## src/rtc_pkg.sv

```systemverilog
// RTC package: register indices, tick constants, register B bit positions and shared structs.
`default_nettype none

package rtc_pkg;

    // Register indices on the index/data port.
    localparam logic [6:0] reg_second       = 7'h00;
    localparam logic [6:0] reg_alarm_second = 7'h01;
    localparam logic [6:0] reg_minute       = 7'h02;
    localparam logic [6:0] reg_alarm_minute = 7'h03;
    localparam logic [6:0] reg_hour         = 7'h04;
    localparam logic [6:0] reg_alarm_hour   = 7'h05;
    localparam logic [6:0] reg_day_of_week  = 7'h06;
    localparam logic [6:0] reg_day_of_month = 7'h07;
    localparam logic [6:0] reg_month        = 7'h08;
    localparam logic [6:0] reg_year         = 7'h09;
    localparam logic [6:0] reg_a            = 7'h0A;
    localparam logic [6:0] reg_b            = 7'h0B;
    localparam logic [6:0] reg_c            = 7'h0C;
    localparam logic [6:0] reg_d            = 7'h0D;

    // Timebase. The second machine runs from an 800 Hz tick.
    localparam int unsigned tick_hz          = 800;
    localparam int unsigned ticks_per_second = 800;
    localparam int unsigned uip_ticks        = 2;

    // Top two bits of an alarm byte that mark the field as don't care.
    localparam logic [1:0] alarm_dont_care = 2'b11;

    // Register D always reports valid RAM and time.
    localparam logic [7:0] reg_d_value = 8'h80;

    // Writable bit positions in register B.
    localparam int unsigned reg_b_freeze_bit    = 7;
    localparam int unsigned reg_b_alarm_en_bit  = 5;
    localparam int unsigned reg_b_update_en_bit = 4;

    typedef struct packed {
        logic [7:0] second;
        logic [7:0] minute;
        logic [7:0] hour;
        logic [7:0] day_of_week;
        logic [7:0] day_of_month;
        logic [7:0] month;
        logic [7:0] year;
    } rtc_time_t;

    typedef struct packed {
        logic       valid;
        logic [6:0] index;
        logic [7:0] data;
    } reg_write_t;

endpackage

`default_nettype wire

```

## src/rtc_alarm.sv

```systemverilog
// RTC alarm: stores the alarm time and matches it against the time of the coming update.
`timescale 1ns/100ps
`default_nettype none

module rtc_alarm import rtc_pkg::*; (
    input  wire         clk,
    input  wire         rst_n,
    input  wire         reg_write_t host_wr,
    input  wire         rtc_time_t time_next,
    output logic        alarm_match,
    output logic [23:0] alarm_regs
);

    logic [7:0] alarm_second;
    logic [7:0] alarm_minute;
    logic [7:0] alarm_hour;

    function automatic logic field_match(input logic [7:0] alarm, input logic [7:0] value);
        field_match = (alarm[7:6] == alarm_dont_care) || (alarm == value);
    endfunction

    always_ff @(posedge clk) begin
        if (!rst_n) begin
            alarm_second <= 8'd0;
            alarm_minute <= 8'd0;
            alarm_hour   <= 8'd0;
        end else if (host_wr.valid) begin
            case (host_wr.index)
                reg_alarm_second: alarm_second <= host_wr.data;
                reg_alarm_minute: alarm_minute <= host_wr.data;
                reg_alarm_hour:   alarm_hour   <= host_wr.data;
                default:          ;
            endcase
        end
    end

    // Comparing against the next time lets the flag set on the update edge itself.
    assign alarm_match = field_match(alarm_second, time_next.second) &&
                         field_match(alarm_minute, time_next.minute) &&
                         field_match(alarm_hour, time_next.hour);

    assign alarm_regs = {alarm_hour, alarm_minute, alarm_second};

endmodule

`default_nettype wire

```

## src/rtc_calendar.sv

```systemverilog
// RTC calendar: time registers, host writes and the binary carry chain through the year.
`timescale 1ns/100ps
`default_nettype none

module rtc_calendar import rtc_pkg::*; (
    input  wire        clk,
    input  wire        rst_n,
    input  wire        second_start,
    input  wire        reg_write_t host_wr,
    output rtc_time_t  time_now,
    output rtc_time_t  time_next
);

    logic max_second;
    logic max_minute;
    logic max_hour;
    logic max_day_of_week;
    logic max_day_of_month;
    logic max_month;
    logic max_year;
    logic leap_year;
    logic carry_minute;
    logic carry_hour;
    logic carry_day;
    logic carry_month;
    logic carry_year;
    logic sec_wr;

    function automatic logic [7:0] month_days(input logic [7:0] month, input logic leap);
        case (month)
            8'd2:                    month_days = leap ? 8'd29 : 8'd28;
            8'd4, 8'd6, 8'd9, 8'd11: month_days = 8'd30;
            default:                 month_days = 8'd31;
        endcase
    endfunction

    // Every year divisible by four is a leap year over the 00..99 range.
    assign leap_year = (time_now.year[1:0] == 2'b00);

    // Wrap conditions use >= so that an out-of-range host value recovers on the next carry.
    assign max_second       = (time_now.second >= 8'd59);
    assign max_minute       = (time_now.minute >= 8'd59);
    assign max_hour         = (time_now.hour >= 8'd23);
    assign max_day_of_week  = (time_now.day_of_week >= 8'd7);
    assign max_day_of_month = (time_now.day_of_month >= month_days(time_now.month, leap_year));
    assign max_month        = (time_now.month >= 8'd12);
    assign max_year         = (time_now.year >= 8'd99);

    // A field advances only when every field below it wraps.
    assign carry_minute = max_second;
    assign carry_hour   = carry_minute && max_minute;
    assign carry_day    = carry_hour && max_hour;
    assign carry_month  = carry_day && max_day_of_month;
    assign carry_year   = carry_month && max_month;

    always_comb begin
        time_next = time_now;
        time_next.second = max_second ? 8'd0 : time_now.second + 8'd1;
        if (carry_minute) begin
            time_next.minute = max_minute ? 8'd0 : time_now.minute + 8'd1;
        end
        if (carry_hour) begin
            time_next.hour = max_hour ? 8'd0 : time_now.hour + 8'd1;
        end
        if (carry_day) begin
            time_next.day_of_week  = max_day_of_week ? 8'd1 : time_now.day_of_week + 8'd1;
            time_next.day_of_month = max_day_of_month ? 8'd1 : time_now.day_of_month + 8'd1;
        end
        if (carry_month) begin
            time_next.month = max_month ? 8'd1 : time_now.month + 8'd1;
        end
        if (carry_year) begin
            time_next.year = max_year ? 8'd0 : time_now.year + 8'd1;
        end
    end

    assign sec_wr = host_wr.valid && (host_wr.index == reg_second);

    always_ff @(posedge clk) begin
        if (!rst_n) begin
            time_now <= '{second: 8'd0, minute: 8'd0, hour: 8'd0, day_of_week: 8'd1,
                          day_of_month: 8'd1, month: 8'd1, year: 8'd0};
        end else begin
            if (second_start) begin
                time_now <= time_next;
            end
            // The host write comes last so it wins over a same-cycle update.
            if (host_wr.valid) begin
                case (host_wr.index)
                    reg_second:       time_now.second       <= host_wr.data;
                    reg_minute:       time_now.minute       <= host_wr.data;
                    reg_hour:         time_now.hour         <= host_wr.data;
                    reg_day_of_week:  time_now.day_of_week  <= host_wr.data;
                    reg_day_of_month: time_now.day_of_month <= host_wr.data;
                    reg_month:        time_now.month        <= host_wr.data;
                    reg_year:         time_now.year         <= host_wr.data;
                    default:          ;
                endcase
            end
        end
    end

    second_in_range: assert property (
        @(posedge clk) disable iff (!rst_n)
        (time_now.second < 8'd60) && !sec_wr |=> (time_now.second < 8'd60)
    );

endmodule

`default_nettype wire

```

## src/rtc_ctrl.sv

```systemverilog
// RTC control: index/data port decode, registers A to D, status flags and the interrupt.
`timescale 1ns/100ps
`default_nettype none

module rtc_ctrl import rtc_pkg::*; (
    input  wire         clk,
    input  wire         rst_n,
    input  wire         addr,
    input  wire         read,
    input  wire         write,
    input  wire  [7:0]  wdata,
    input  wire         second_start,
    input  wire         uip,
    input  wire         alarm_match,
    input  wire         rtc_time_t time_now,
    input  wire  [23:0] alarm_regs,
    output logic [7:0]  rdata,
    output logic        irq,
    output logic        halt,
    output reg_write_t  host_wr
);

    logic       read_last;
    logic       read_first;
    logic       c_read;
    logic [6:0] index;
    logic [2:0] divider;
    logic       freeze;
    logic       alarm_en;
    logic       update_en;
    logic       update_flag;
    logic       alarm_flag;
    logic       irq_set;
    logic [7:0] rdata_next;

    // Side effects of a read happen only on its first cycle.
    always_ff @(posedge clk) begin
        if (!rst_n) begin
            read_last <= 1'b0;
        end else begin
            read_last <= read;
        end
    end

    assign read_first = read && !read_last;
    assign c_read     = read_first && addr && (index == reg_c);

    assign host_wr = '{valid: write && addr, index: index, data: wdata};

    always_ff @(posedge clk) begin
        if (!rst_n) begin
            index     <= 7'd0;
            divider   <= 3'b010;
            freeze    <= 1'b0;
            alarm_en  <= 1'b0;
            update_en <= 1'b0;
        end else if (write && !addr) begin
            index <= wdata[6:0];
        end else if (host_wr.valid && index == reg_a) begin
            divider <= wdata[6:4];
        end else if (host_wr.valid && index == reg_b) begin
            freeze    <= wdata[reg_b_freeze_bit];
            alarm_en  <= wdata[reg_b_alarm_en_bit];
            // Setting freeze also turns the update interrupt off.
            update_en <= wdata[reg_b_update_en_bit] && !wdata[reg_b_freeze_bit];
        end
    end

    assign halt    = freeze || (divider[2:1] == 2'b11);
    assign irq_set = (alarm_en && alarm_flag) || (update_en && update_flag);

    // Reading register C clears everything, and the clear beats a same-cycle set.
    always_ff @(posedge clk) begin
        if (!rst_n || c_read) begin
            update_flag <= 1'b0;
            alarm_flag  <= 1'b0;
            irq         <= 1'b0;
        end else begin
            if (second_start) begin
                update_flag <= 1'b1;
            end
            if (second_start && alarm_match) begin
                alarm_flag <= 1'b1;
            end
            if (irq_set) begin
                irq <= 1'b1;
            end
        end
    end

    always_comb begin
        rdata_next = 8'h00;
        if (!addr) begin
            rdata_next = 8'hFF;
        end else begin
            case (index)
                reg_second:       rdata_next = time_now.second;
                reg_alarm_second: rdata_next = alarm_regs[7:0];
                reg_minute:       rdata_next = time_now.minute;
                reg_alarm_minute: rdata_next = alarm_regs[15:8];
                reg_hour:         rdata_next = time_now.hour;
                reg_alarm_hour:   rdata_next = alarm_regs[23:16];
                reg_day_of_week:  rdata_next = time_now.day_of_week;
                reg_day_of_month: rdata_next = time_now.day_of_month;
                reg_month:        rdata_next = time_now.month;
                reg_year:         rdata_next = time_now.year;
                reg_a:            rdata_next = {uip, divider, 4'b0000};
                // Binary and 24-hour mode are fixed, so bits 2 and 1 always read 1.
                reg_b:            rdata_next = {freeze, 1'b0, alarm_en, update_en, 4'b0110};
                reg_c:            rdata_next = {irq, 1'b0, alarm_flag, update_flag, 4'b0000};
                reg_d:            rdata_next = reg_d_value;
                default:          rdata_next = 8'h00;
            endcase
        end
    end

    always_ff @(posedge clk) begin
        rdata <= rdata_next;
    end

    irq_needs_enabled_flag: assert property (
        @(posedge clk) disable iff (!rst_n) $rose(irq) |-> $past(irq_set)
    );

endmodule

`default_nettype wire

```

## src/rtc_second_fsm.sv

```systemverilog
// RTC second FSM: paces one update per second and flags the update-in-progress window.
`timescale 1ns/100ps
`default_nettype none

module rtc_second_fsm import rtc_pkg::*; (
    input  wire  clk,
    input  wire  rst_n,
    input  wire  tick,
    input  wire  halt,
    output logic second_start,
    output logic uip
);

    typedef enum logic [2:0] {
        st_update_start,
        st_update_in_progress,
        st_second_start,
        st_second_in_progress,
        st_stopped
    } sec_state_t;

    sec_state_t  state;
    logic [10:0] countdown;

    always_ff @(posedge clk) begin
        if (!rst_n || halt) begin
            // A restart waits a full second plus a few ticks before the first update.
            state     <= st_stopped;
            countdown <= 11'(ticks_per_second + 4);
        end else begin
            if (tick) begin
                countdown <= (countdown == '0) ? 11'(ticks_per_second - 1) : countdown - 11'd1;
            end

            case (state)
                st_stopped:            state <= st_second_in_progress;
                st_second_in_progress: begin
                    if (countdown == 11'(uip_ticks)) begin
                        state <= st_update_start;
                    end
                end
                st_update_start:       state <= st_update_in_progress;
                st_update_in_progress: begin
                    if (countdown == '0) begin
                        state <= st_second_start;
                    end
                end
                st_second_start:       state <= st_second_in_progress;
                default:               state <= st_stopped;
            endcase
        end
    end

    assign second_start = (state == st_second_start);

    // UIP covers the last ticks before the update and the update cycle itself.
    assign uip = (state == st_update_in_progress) || (state == st_second_start);

    second_start_single: assert property (
        @(posedge clk) disable iff (!rst_n) second_start |=> !second_start
    );

endmodule

`default_nettype wire

```

## src/rtc_tick_gen.sv

```systemverilog
// RTC tick generator: fractional accumulator that turns the system clock into an 800 Hz strobe.
`timescale 1ns/100ps
`default_nettype none

module rtc_tick_gen import rtc_pkg::*; #(
    parameter int unsigned clk_hz = 50_000_000
) (
    input  wire  clk,
    input  wire  rst_n,
    output logic tick
);

    logic [31:0] acc;
    logic [32:0] sum;

    // One extra bit keeps the sum from wrapping for any 32-bit clock rate.
    assign sum = {1'b0, acc} + 33'(tick_hz);

    always_ff @(posedge clk) begin
        if (!rst_n) begin
            acc  <= '0;
            tick <= 1'b0;
        end else if (sum >= 33'(clk_hz)) begin
            // The remainder carries over, so the average rate is exact.
            acc  <= 32'(sum - 33'(clk_hz));
            tick <= 1'b1;
        end else begin
            acc  <= sum[31:0];
            tick <= 1'b0;
        end
    end

endmodule

`default_nettype wire

```

## src/rtc_top.sv

```systemverilog
// RTC top level: connects the port controller to the tick, second, calendar and alarm blocks.
`timescale 1ns/100ps
`default_nettype none

module rtc_top import rtc_pkg::*; #(
    parameter int unsigned clk_hz = 50_000_000
) (
    input  wire        clk,
    input  wire        rst_n,
    input  wire        addr,
    input  wire        read,
    input  wire        write,
    input  wire  [7:0] wdata,
    output logic       irq,
    output logic [7:0] rdata
);

    logic        tick;
    logic        halt;
    logic        second_start;
    logic        uip;
    logic        alarm_match;
    logic [23:0] alarm_regs;
    reg_write_t  host_wr;
    rtc_time_t   time_now;
    rtc_time_t   time_next;

    rtc_ctrl rtc_ctrl_inst (
        .clk          (clk),
        .rst_n        (rst_n),
        .addr         (addr),
        .read         (read),
        .write        (write),
        .wdata        (wdata),
        .second_start (second_start),
        .uip          (uip),
        .alarm_match  (alarm_match),
        .time_now     (time_now),
        .alarm_regs   (alarm_regs),
        .rdata        (rdata),
        .irq          (irq),
        .halt         (halt),
        .host_wr      (host_wr)
    );

    rtc_tick_gen #(.clk_hz(clk_hz)) rtc_tick_gen_inst (
        .clk   (clk),
        .rst_n (rst_n),
        .tick  (tick)
    );

    rtc_second_fsm rtc_second_fsm_inst (
        .clk          (clk),
        .rst_n        (rst_n),
        .tick         (tick),
        .halt         (halt),
        .second_start (second_start),
        .uip          (uip)
    );

    rtc_calendar rtc_calendar_inst (
        .clk          (clk),
        .rst_n        (rst_n),
        .second_start (second_start),
        .host_wr      (host_wr),
        .time_now     (time_now),
        .time_next    (time_next)
    );

    rtc_alarm rtc_alarm_inst (
        .clk         (clk),
        .rst_n       (rst_n),
        .host_wr     (host_wr),
        .time_next   (time_next),
        .alarm_match (alarm_match),
        .alarm_regs  (alarm_regs)
    );

endmodule

`default_nettype wire

```

## config.mk

```make
export PLATFORM = sky130hd
export DESIGN_NAME = rtc_top
export DESIGN_NICKNAME = d
export VERILOG_FILES = /design/src/rtc_pkg.sv /design/src/rtc_alarm.sv /design/src/rtc_calendar.sv /design/src/rtc_ctrl.sv /design/src/rtc_second_fsm.sv /design/src/rtc_tick_gen.sv /design/src/rtc_top.sv
export SDC_FILE = /design/constraint.sdc
export NUM_CORES = 1
export LEC_CHECK = 0
export ABC_CLOCK_PERIOD_IN_PS = 6700
export BUFFER_PORTS_ARGS = -buffer_cell sky130_fd_sc_hd__buf_2
export CAP_MARGIN = 5
export CORE_MARGIN = 5
export CORE_UTILIZATION = 68
export DETAILED_ROUTE_END_ITERATION = 12
export HOLD_SLACK_MARGIN = 0.05
export MAX_ROUTING_LAYER = met4
export PLACE_DENSITY = 0.86
export SYNTH_ARGS = -nofsm -noshare
export SYNTH_HDL_FRONTEND = slang
export SYNTH_SLANG_ARGS = --single-unit
```

## constraint.sdc

```tcl
create_clock -name clk -period 6.7 [get_ports clk]
set_input_delay 0 -clock clk [delete_from_list [all_inputs] [get_ports clk]]
set_output_delay 0 -clock clk [all_outputs]
set_load 0.01 [all_outputs]
```

# --- Yosys cells after proc, flatten, opt, wreduce, memory -nomap -nowiden ---
# Cells that the tools add are included.
word_totals:
  ff_bits: 152
  output_inout_bits: 9
op_classes:
  muxes: 30
  eq_ne: 32
  add_sub_neg: 10
  magnitude_cmp: 8
  bitwise: 2
  reduce_logical: 41
ops:
  columns: ["operator", "count"]
  rows:
  - ["$mux W8", 18]
  - ["$mux W56", 2]
  - ["$pmux W8 S14", 1]
  - ["$add A8 B1 Y8 const B", 7]
  - ["$eq A7 B4 Y1 const B", 6]
  - ["$add A32 B10 Y33 const B", 1]
  - ["$ge A33 B26 Y1 const B", 1]
  - ["$mux W32", 1]
  - ["$sub A32 B26 Y32 const B", 1]
  - ["$eq A7 B3 Y1 const B", 4]
  - ["$eq A8 B8 Y1", 3]
  - ["$logic_and A1 B1 Y1", 17]
  - ["$eq A8 B3 Y1 const B", 2]
  - ["$eq A8 B4 Y1 const B", 2]
  - ["$ge A8 B6 Y1 const B", 2]
  - ["$mux W16", 1]
  - ["$pmux W8 S2", 1]
  - ["$eq A7 B2 Y1 const B", 2]
  - ["$pmux W3 S4", 1]
  - ["$eq A11 B2 Y1 const B", 1]
  - ["$logic_not A11 Y1", 1]
  - ["$mux W11", 1]
  - ["$sub A11 B1 Y11 const B", 1]
  - ["$reduce_and A2 Y1", 5]
  - ["other kinds (23)", 41]

# --- Logic depth before layout (Yosys ltp) ---
depth:
  depth_word: 10
  mapped_depth: 17
  depth_no_buf: 17

# --- Cells and area by module ---
# A second synthesis with hierarchy kept.
unflattened:
  cells_unflattened: 1260
  hier_area_um2: 10202.3
modules_own_cells:
  columns: ["mod", "cells_per_inst", "seq_area_each_um2", "area_per_inst_um2", "instances"]
  rows:
  - ["rtc_calendar", 554, 1121.1, 3955.0, 1]
  - ["rtc_tick_gen", 286, 560.5, 2308.5, 1]
  - ["rtc_ctrl", 228, 500.5, 1978.1, 1]
  - ["rtc_alarm", 116, 480.5, 1237.4, 1]
  - ["rtc_second_fsm", 76, 280.3, 723.2, 1]

# --- Worst setup path before layout ---
# OpenSTA, ideal clock, no wires.
synth_timing:
  kind: "register -> register"
  startpoint: "register rtc_calendar_inst.time_now[12] (netlist name)"
  endpoint: "register rtc_calendar_inst.time_now[5] (netlist name)"
  path_stages_with_launch: 15
  setup_time_ns: 0.086
  arrival_time_ns: 3.203
  period_less_slack_ns: 3.288
  setup_slack_ns: 3.412
  cell_sequence: "dfxtp_1 > or4_1 > clkbuf_1 > nor4b_1 > a21oi_1 > ha_1 > nand2b_1 > a21oi_1 > o21ai_1 > nand4_1 > nor3_1 > nand3_1 > xor2_1 > a2bb2oi_1 > a211oi_1"
synth_between:
  elab_chain_cells: 10
  elab_cells_between_ends: 15
  classes_between: "2 x order compare; 5 x eq/ne; 5 x mux; 3 x reduce/logical"
synth_lines:
  columns: ["element", "line_no", "source"]
  rows:
  - ["$eq A8 B3 Y1 / $eq A8 B4 Y1 (equally long branches)", "rtc_calendar.sv:30", "case (month)"]
  - ["$reduce_or A4 Y1", "rtc_calendar.sv:30", null]
  - ["$pmux W8 S2", "rtc_calendar.sv:30", null]
  - ["$ge A8 B8 Y1", "rtc_calendar.sv:45", "assign max_day_of_month = (time_now.day_of_month >= month_days(time_now.month, leap_year));"]
  - ["$logic_and A1 B1 Y1", "rtc_calendar.sv:53", "assign carry_month = carry_day && max_day_of_month;"]
  - ["$logic_and A1 B1 Y1 (*)", "rtc_calendar.sv:54", "assign carry_year = carry_month && max_month;"]
  - ["$mux W8 (*)", "rtc_calendar.sv:72", "if (carry_year) begin"]
  - ["$mux W56 (*)", "rtc_calendar.sv:84", "if (second_start) begin"]
  - ["$mux W8", "rtc_calendar.sv:89", "case (host_wr.index)"]
  - ["$mux W56 (*)", "rtc_calendar.sv:88", "if (host_wr.valid) begin"]
# Mark *: on every way between the ends. The rest lies on a longest branch, timed or not.
# A chain may end at the register's enable or synchronous reset.

# --- Worst setup path after layout ---
layout_timing:
  startpoint: "register rtc_calendar_inst.time_now[48] (netlist name)"
  endpoint: "register rtc_calendar_inst.time_now[2] (netlist name)"
layout_between:
  elab_chain_cells: 9
layout_lines:
  columns: ["element", "line_no", "source"]
  rows:
  - ["$ge A8 B6 Y1 (*)", "rtc_calendar.sv:41", "assign max_second = (time_now.second >= 8'd59);"]
  - ["$logic_and A1 B1 Y1 (*)", "rtc_calendar.sv:51", "assign carry_hour = carry_minute && max_minute;"]
  - ["$logic_and A1 B1 Y1 (*)", "rtc_calendar.sv:52", "assign carry_day = carry_hour && max_hour;"]
  - ["$logic_and A1 B1 Y1 (*)", "rtc_calendar.sv:53", null]
  - ["$logic_and A1 B1 Y1 (*)", "rtc_calendar.sv:54", null]
  - ["$mux W8 (*)", "rtc_calendar.sv:72", null]
  - ["$mux W56 (*)", "rtc_calendar.sv:84", null]
  - ["$mux W8", "rtc_calendar.sv:89", null]
  - ["$mux W56 (*)", "rtc_calendar.sv:88", null]
# Marks and branches as above.

==> flow_metrics.py <==
metrics = {
    "detailed_routing": {
        "drt_first_iter_violations": 1405,
        "avgRoutedWirePerCell_um": 20.5,
        "vias_per_cell": 6.93,
        "finalWirelength_um": 27300,
        "drcViolationCount": 0,
        "detailed_route_via_count": 9240,
        "drtPass1Iterations": 9,
        "drtAntennaViolNets": 0,
    },
    "critical_path": {
        "timing_worst_setup_path_type": "flop to flop",
        "crit_path_frequent_cell": "nand2_1",
        "cp_max_fo": 20,
        "cp_num_buf_inv": 0,
        "critical_path.reg2reg.endpoint": "rtc_calendar_inst.time_now[2]",
        "critPathCaptureType": "flop",
        "worstPathArrival_ps": 4370,
        "critical_path.startpoint_type": "flop",
        "cell_family_contributing_the_most_delay_on_the_critical_path": "simple AND/OR/NAND/NOR gates",
        "worst_r2r_path_depth": 10,
        "worst-r2r-setup-slack_ps": 2660,
        "crit_path_cell_trace": "ha_1 -> o2111ai_1 -> nand2_1 -> nand3_1 -> nor2_1 -> and2_1 -> nand2_1 -> nor3b_1 -> o21ai_0 -> a311oi_1",
        "critical_path_depth": 10,
        "standard_cell_with_the_maximum_stage_delay_on_the_critical_path": "nor2_1",
        "worst_ep_required_time_ps": 7030,
        "reg2reg_start": "rtc_calendar_inst.time_now[48]",
        "critical-path-max-stage-delay_ps": 740,
    },
    "pwr": {
        "power.static_leakage_uw": 0.00342,
        "peakVddDrop_uv": 241,
        "share_seq_of_total_power_pct": 38.9,
        "clock_network_fraction_of_total_power_pct": 34.6,
        "power.density_cell_area_nw_per_um2": 289,
        "power.internal_uw": 1850,
        "sw_frac_of_total_pct": 34.5,
        "p_sw_uw": 975,
        "combPwrFrac_pct": 26.5,
    },
    "place": {
        "dp_hpwl_um": 18100,
        "post_dp_cell_area_um2": 9060,
        "io_buffers": 21,
        "place.gp.congestion": 1.03,
    },
    "finish": {
        "final_nets": 1176,
        "antenna-diode-count": 0,
        "layout.cell_area.non_filler_um2": 9770,
        "nFillCells": 1036,
        "areaGrowthSynthToFinish_pct": 8.37,
        "final_layout_size_suffix_gt1_share_pct": 7.51,
    },
    "timing": {
        "timing.final.hold_violations": 0,
        "finalClockSkew_ps": 12.8,
        "final_count_of_pins_violating_max_slew": 0,
        "grt_setup_unrepaired": "no",
        "post-route-min-period_ps": 4040,
        "final_setup_violation_count": 0,
        "slew_headroom_pct": 19.2,
        "hold-worst-slack_ps": 197,
        "post-route-period-util_pct": 60.3,
        "clock.fmax_mhz": 248,
        "finalSetupTns_ps": 0,
        "tightest_pin_transition_ps": 1200,
    },
    "synth": {
        "synth_fp_nets": 1198,
        "mappedNetlistArea_um2": 9020,
        "yosys_warnings": 0,
        "synth_edf_count": 0,
        "ys_seq_area_share_pct": 32.6,
        "synthDominantAreaCellType": "dfxtp_1",
        "yosysTopAreaCellShare_pct": 32.6,
        "synth_flop_cell": "dfxtp_1",
        "synth-async-reset-ratio_pct": 0,
        "netlist-cell-type-count": 85,
        "post_synth.cell_area_avg_um2": 7.73,
        "synth.top_cells.by_area": "dfxtp_1 (33%), nand2_1 (5.6%), a21oi_1 (4.8%)",
        "post_synth_inst_count": 1167,
        "synth.ff_latch_count": 147,
    },
    "floorplan": {
        "die_height_um": 125,
        "coreArea_um2": 13100,
        "initial_core_util_pct": 68.6,
        "die_width_um": 125,
        "die_area_um2": 15700,
        "rows": 42,
        "floorplan.io_pins": 22,
    },
    "global_route": {
        "number_of_global_route_vias_before_repair": 8343,
        "grt_max_degree": 107,
        "grt_usage_pct": 34.7,
        "global_route.overflow_total": 0,
        "grt_first_pass_wirelength_um": 43400,
        "number_of_antenna_violations_at_the_first_check_in_global_routing": 0,
    },
    "clock_network": {
        "cts_tree": "done",
        "tritoncts.num_buffers": 17,
        "cts.path.max_buffers": 2,
        "ctsHtreeMaxLevel": 4,
        "tritoncts_num_sinks": 147,
        "clk_pin_slew_ps": 60,
        "clk-insertion-delay-late_ps": 430,
        "postCtsSetupBuffers": 0,
        "library_cell_used_as_clock_root_buffer": "clkbuf_16",
    },
    "hold_path": {
        "worst_min_delay_path_startpoint": "write",
        "worstHoldEndpoint": "rtc_ctrl_inst.index[5]",
        "worst_hold_check_path_type": "primary input to flop",
        "worst_hold_path.num_cells": 4,
    },
    "run_status": {
        "status": "completed",
    },
    "flow_run": {
        "drv_cap": 0,
    },
}
==> flip-flops by register name (all words and copies together) (netlist names), 3 cells and up <==
register / flops
rtc_ctrl_inst.index: 7
rtc_alarm_inst.alarm_hour: 8
rtc_tick_gen_inst.acc: 27
rtc_ctrl_inst.rdata: 8
rtc_alarm_inst.alarm_second: 8
rtc_second_fsm_inst.state: 3
rtc_alarm_inst.alarm_minute: 8
rtc_second_fsm_inst.countdown: 11
rtc_ctrl_inst.divider: 3
rtc_calendar_inst.time_now: 56
==> tightest hold or removal path, stage by stage <==
cell and delay, ps:
buf_2 90, nand2b_1 240, mux2i_1 200, nor2_1 70
==> placed cells by master (no fill, tap or decap), drive strengths merged, types with 8 or more instances in the layout <==
cell type | netlist | layout
nand2b | 15 | 15
a22oi | 8 | 8
nand2 | 136 | 136
clkbuf | 62 | 21
a211oi | 28 | 28
xor2 | 15 | 15
and3 | 8 | 8
o211ai | 12 | 12
nor2 | 114 | 114
ha | 18 | 18
dfxtp | 147 | 147
a31oi | 14 | 14
nand4 | 18 | 18
inv | 22 | 22
nor4 | 19 | 19
xnor2 | 42 | 42
a311oi | 9 | 9
o21ai | 45 | 45
dlygate4sd3 | 0 | 11
buf | 19 | 29
a21oi | 86 | 86
a22o | 13 | 13
mux2i | 19 | 19
nand3 | 82 | 82
a221oi | 20 | 20
nor3 | 56 | 56
or3 | 9 | 9
and2 | 24 | 24
==> layer usage <==
layer	share of wire, %	up-vias	GRT usage (%)
met2	45	594	53.3
met5	0	-	-
met3	10	173	6.70
met1	39	4229	43.0
li1	-	4244	-
met4	6.2	0	19.0
==> repair_timing <==
action                    in CTS  in global routing
gates resized for setup        0                  0
hold endpoints to repair      70                  0
hold buffers                  11                  0
==> cells by family (layout without fill, tap and decap cells) <==
| group | Yosys count | in the layout | synth area share [%] |
|---|---|---|---|
| adder cells (fa/ha/maj) | 18 | 18 | 2.50 |
| buffers and inverters | 103 | 94 | 4.90 |
| AO/OA/AOI/OAI | 303 | 303 | 23.5 |
| flip-flops | 147 | 147 | 32.6 |
| XOR/XNOR | 57 | 57 | 5.62 |
| AND/OR/NAND/NOR | 518 | 518 | 28.5 |
| multiplexers | 21 | 21 | 2.36 |
==> cell usage after synthesis (8+ instances only) <==
master,n
dfxtp_1,147
nand2_1,135
nor2_1,114
a21oi_1,86
nand3_1,82
clkbuf_1,62
nor3_1,55
o21ai_0,43
xnor2_1,41
a211oi_1,26
inv_1,21
and2_1,20
a221oi_1,19
mux2i_1,19
ha_1,18
nand4_1,17
nor4_1,17
nand2b_1,15
xor2_1,15
a31oi_1,14
a22o_1,13
o211ai_1,12
or3_1,9
a311oi_1,8
and3_1,8
buf_2,8
==> cell type report <==
class / instances / area, um2 / share of cell area (%)
Sequential cell: 147 / 2940 / 30.1
Clock buffer: 21 / 480 / 4.92
Multi-Input combinational cell: 917 / 5640 / 57.8
Timing Repair Buffer: 40 / 275 / 2.82
Inverter: 22 / 83.8 / 0.858
Clock inverter: 11 / 126 / 1.29
Tap cell: 176 / 220 / 2.25
==> power groups by stage <==
| stage | logic, uW | registers, uW | clock network [uW] |
|---|---|---|---|
| global route | 809 | 1110 | 1030 |
| finish | 749 | 1100 | 977 |
| floorplan | 684 | 1030 | 0 |
| CTS | 737 | 1090 | 985 |
| detailed placement | 724 | 1110 | 0 |
| global placement | 706 | 1110 | 0 |
==> worst max path at each step <==
stage / startpoint / endpoint / slack (ps)
floorplan: rtc_calendar_inst.time_now[12] / rtc_calendar_inst.time_now[5] / 3410
global placement: rtc_calendar_inst.time_now[48] / rtc_calendar_inst.time_now[2] / 3000
detailed placement: rtc_calendar_inst.time_now[48] / rtc_calendar_inst.time_now[2] / 2850
CTS: rtc_calendar_inst.time_now[48] / rtc_calendar_inst.time_now[2] / 2830
global route: rtc_calendar_inst.time_now[48] / rtc_calendar_inst.time_now[2] / 2440
finish: rtc_calendar_inst.time_now[48] / rtc_calendar_inst.time_now[2] / 2660
==> stage by stage <==
step,util (%),std cells,total power (uW),setup WS [ps]
floorplan,-,1167,1710,3410
finish,74.4,1334,2820,2660
detailed placement,68.9,1291,1830,2850
global route,74.4,1334,2950,2440
CTS,74.4,1334,2810,2830
global placement,68.9,1291,1810,3000
Note: power is estimated with default switching activity, not from simulation.
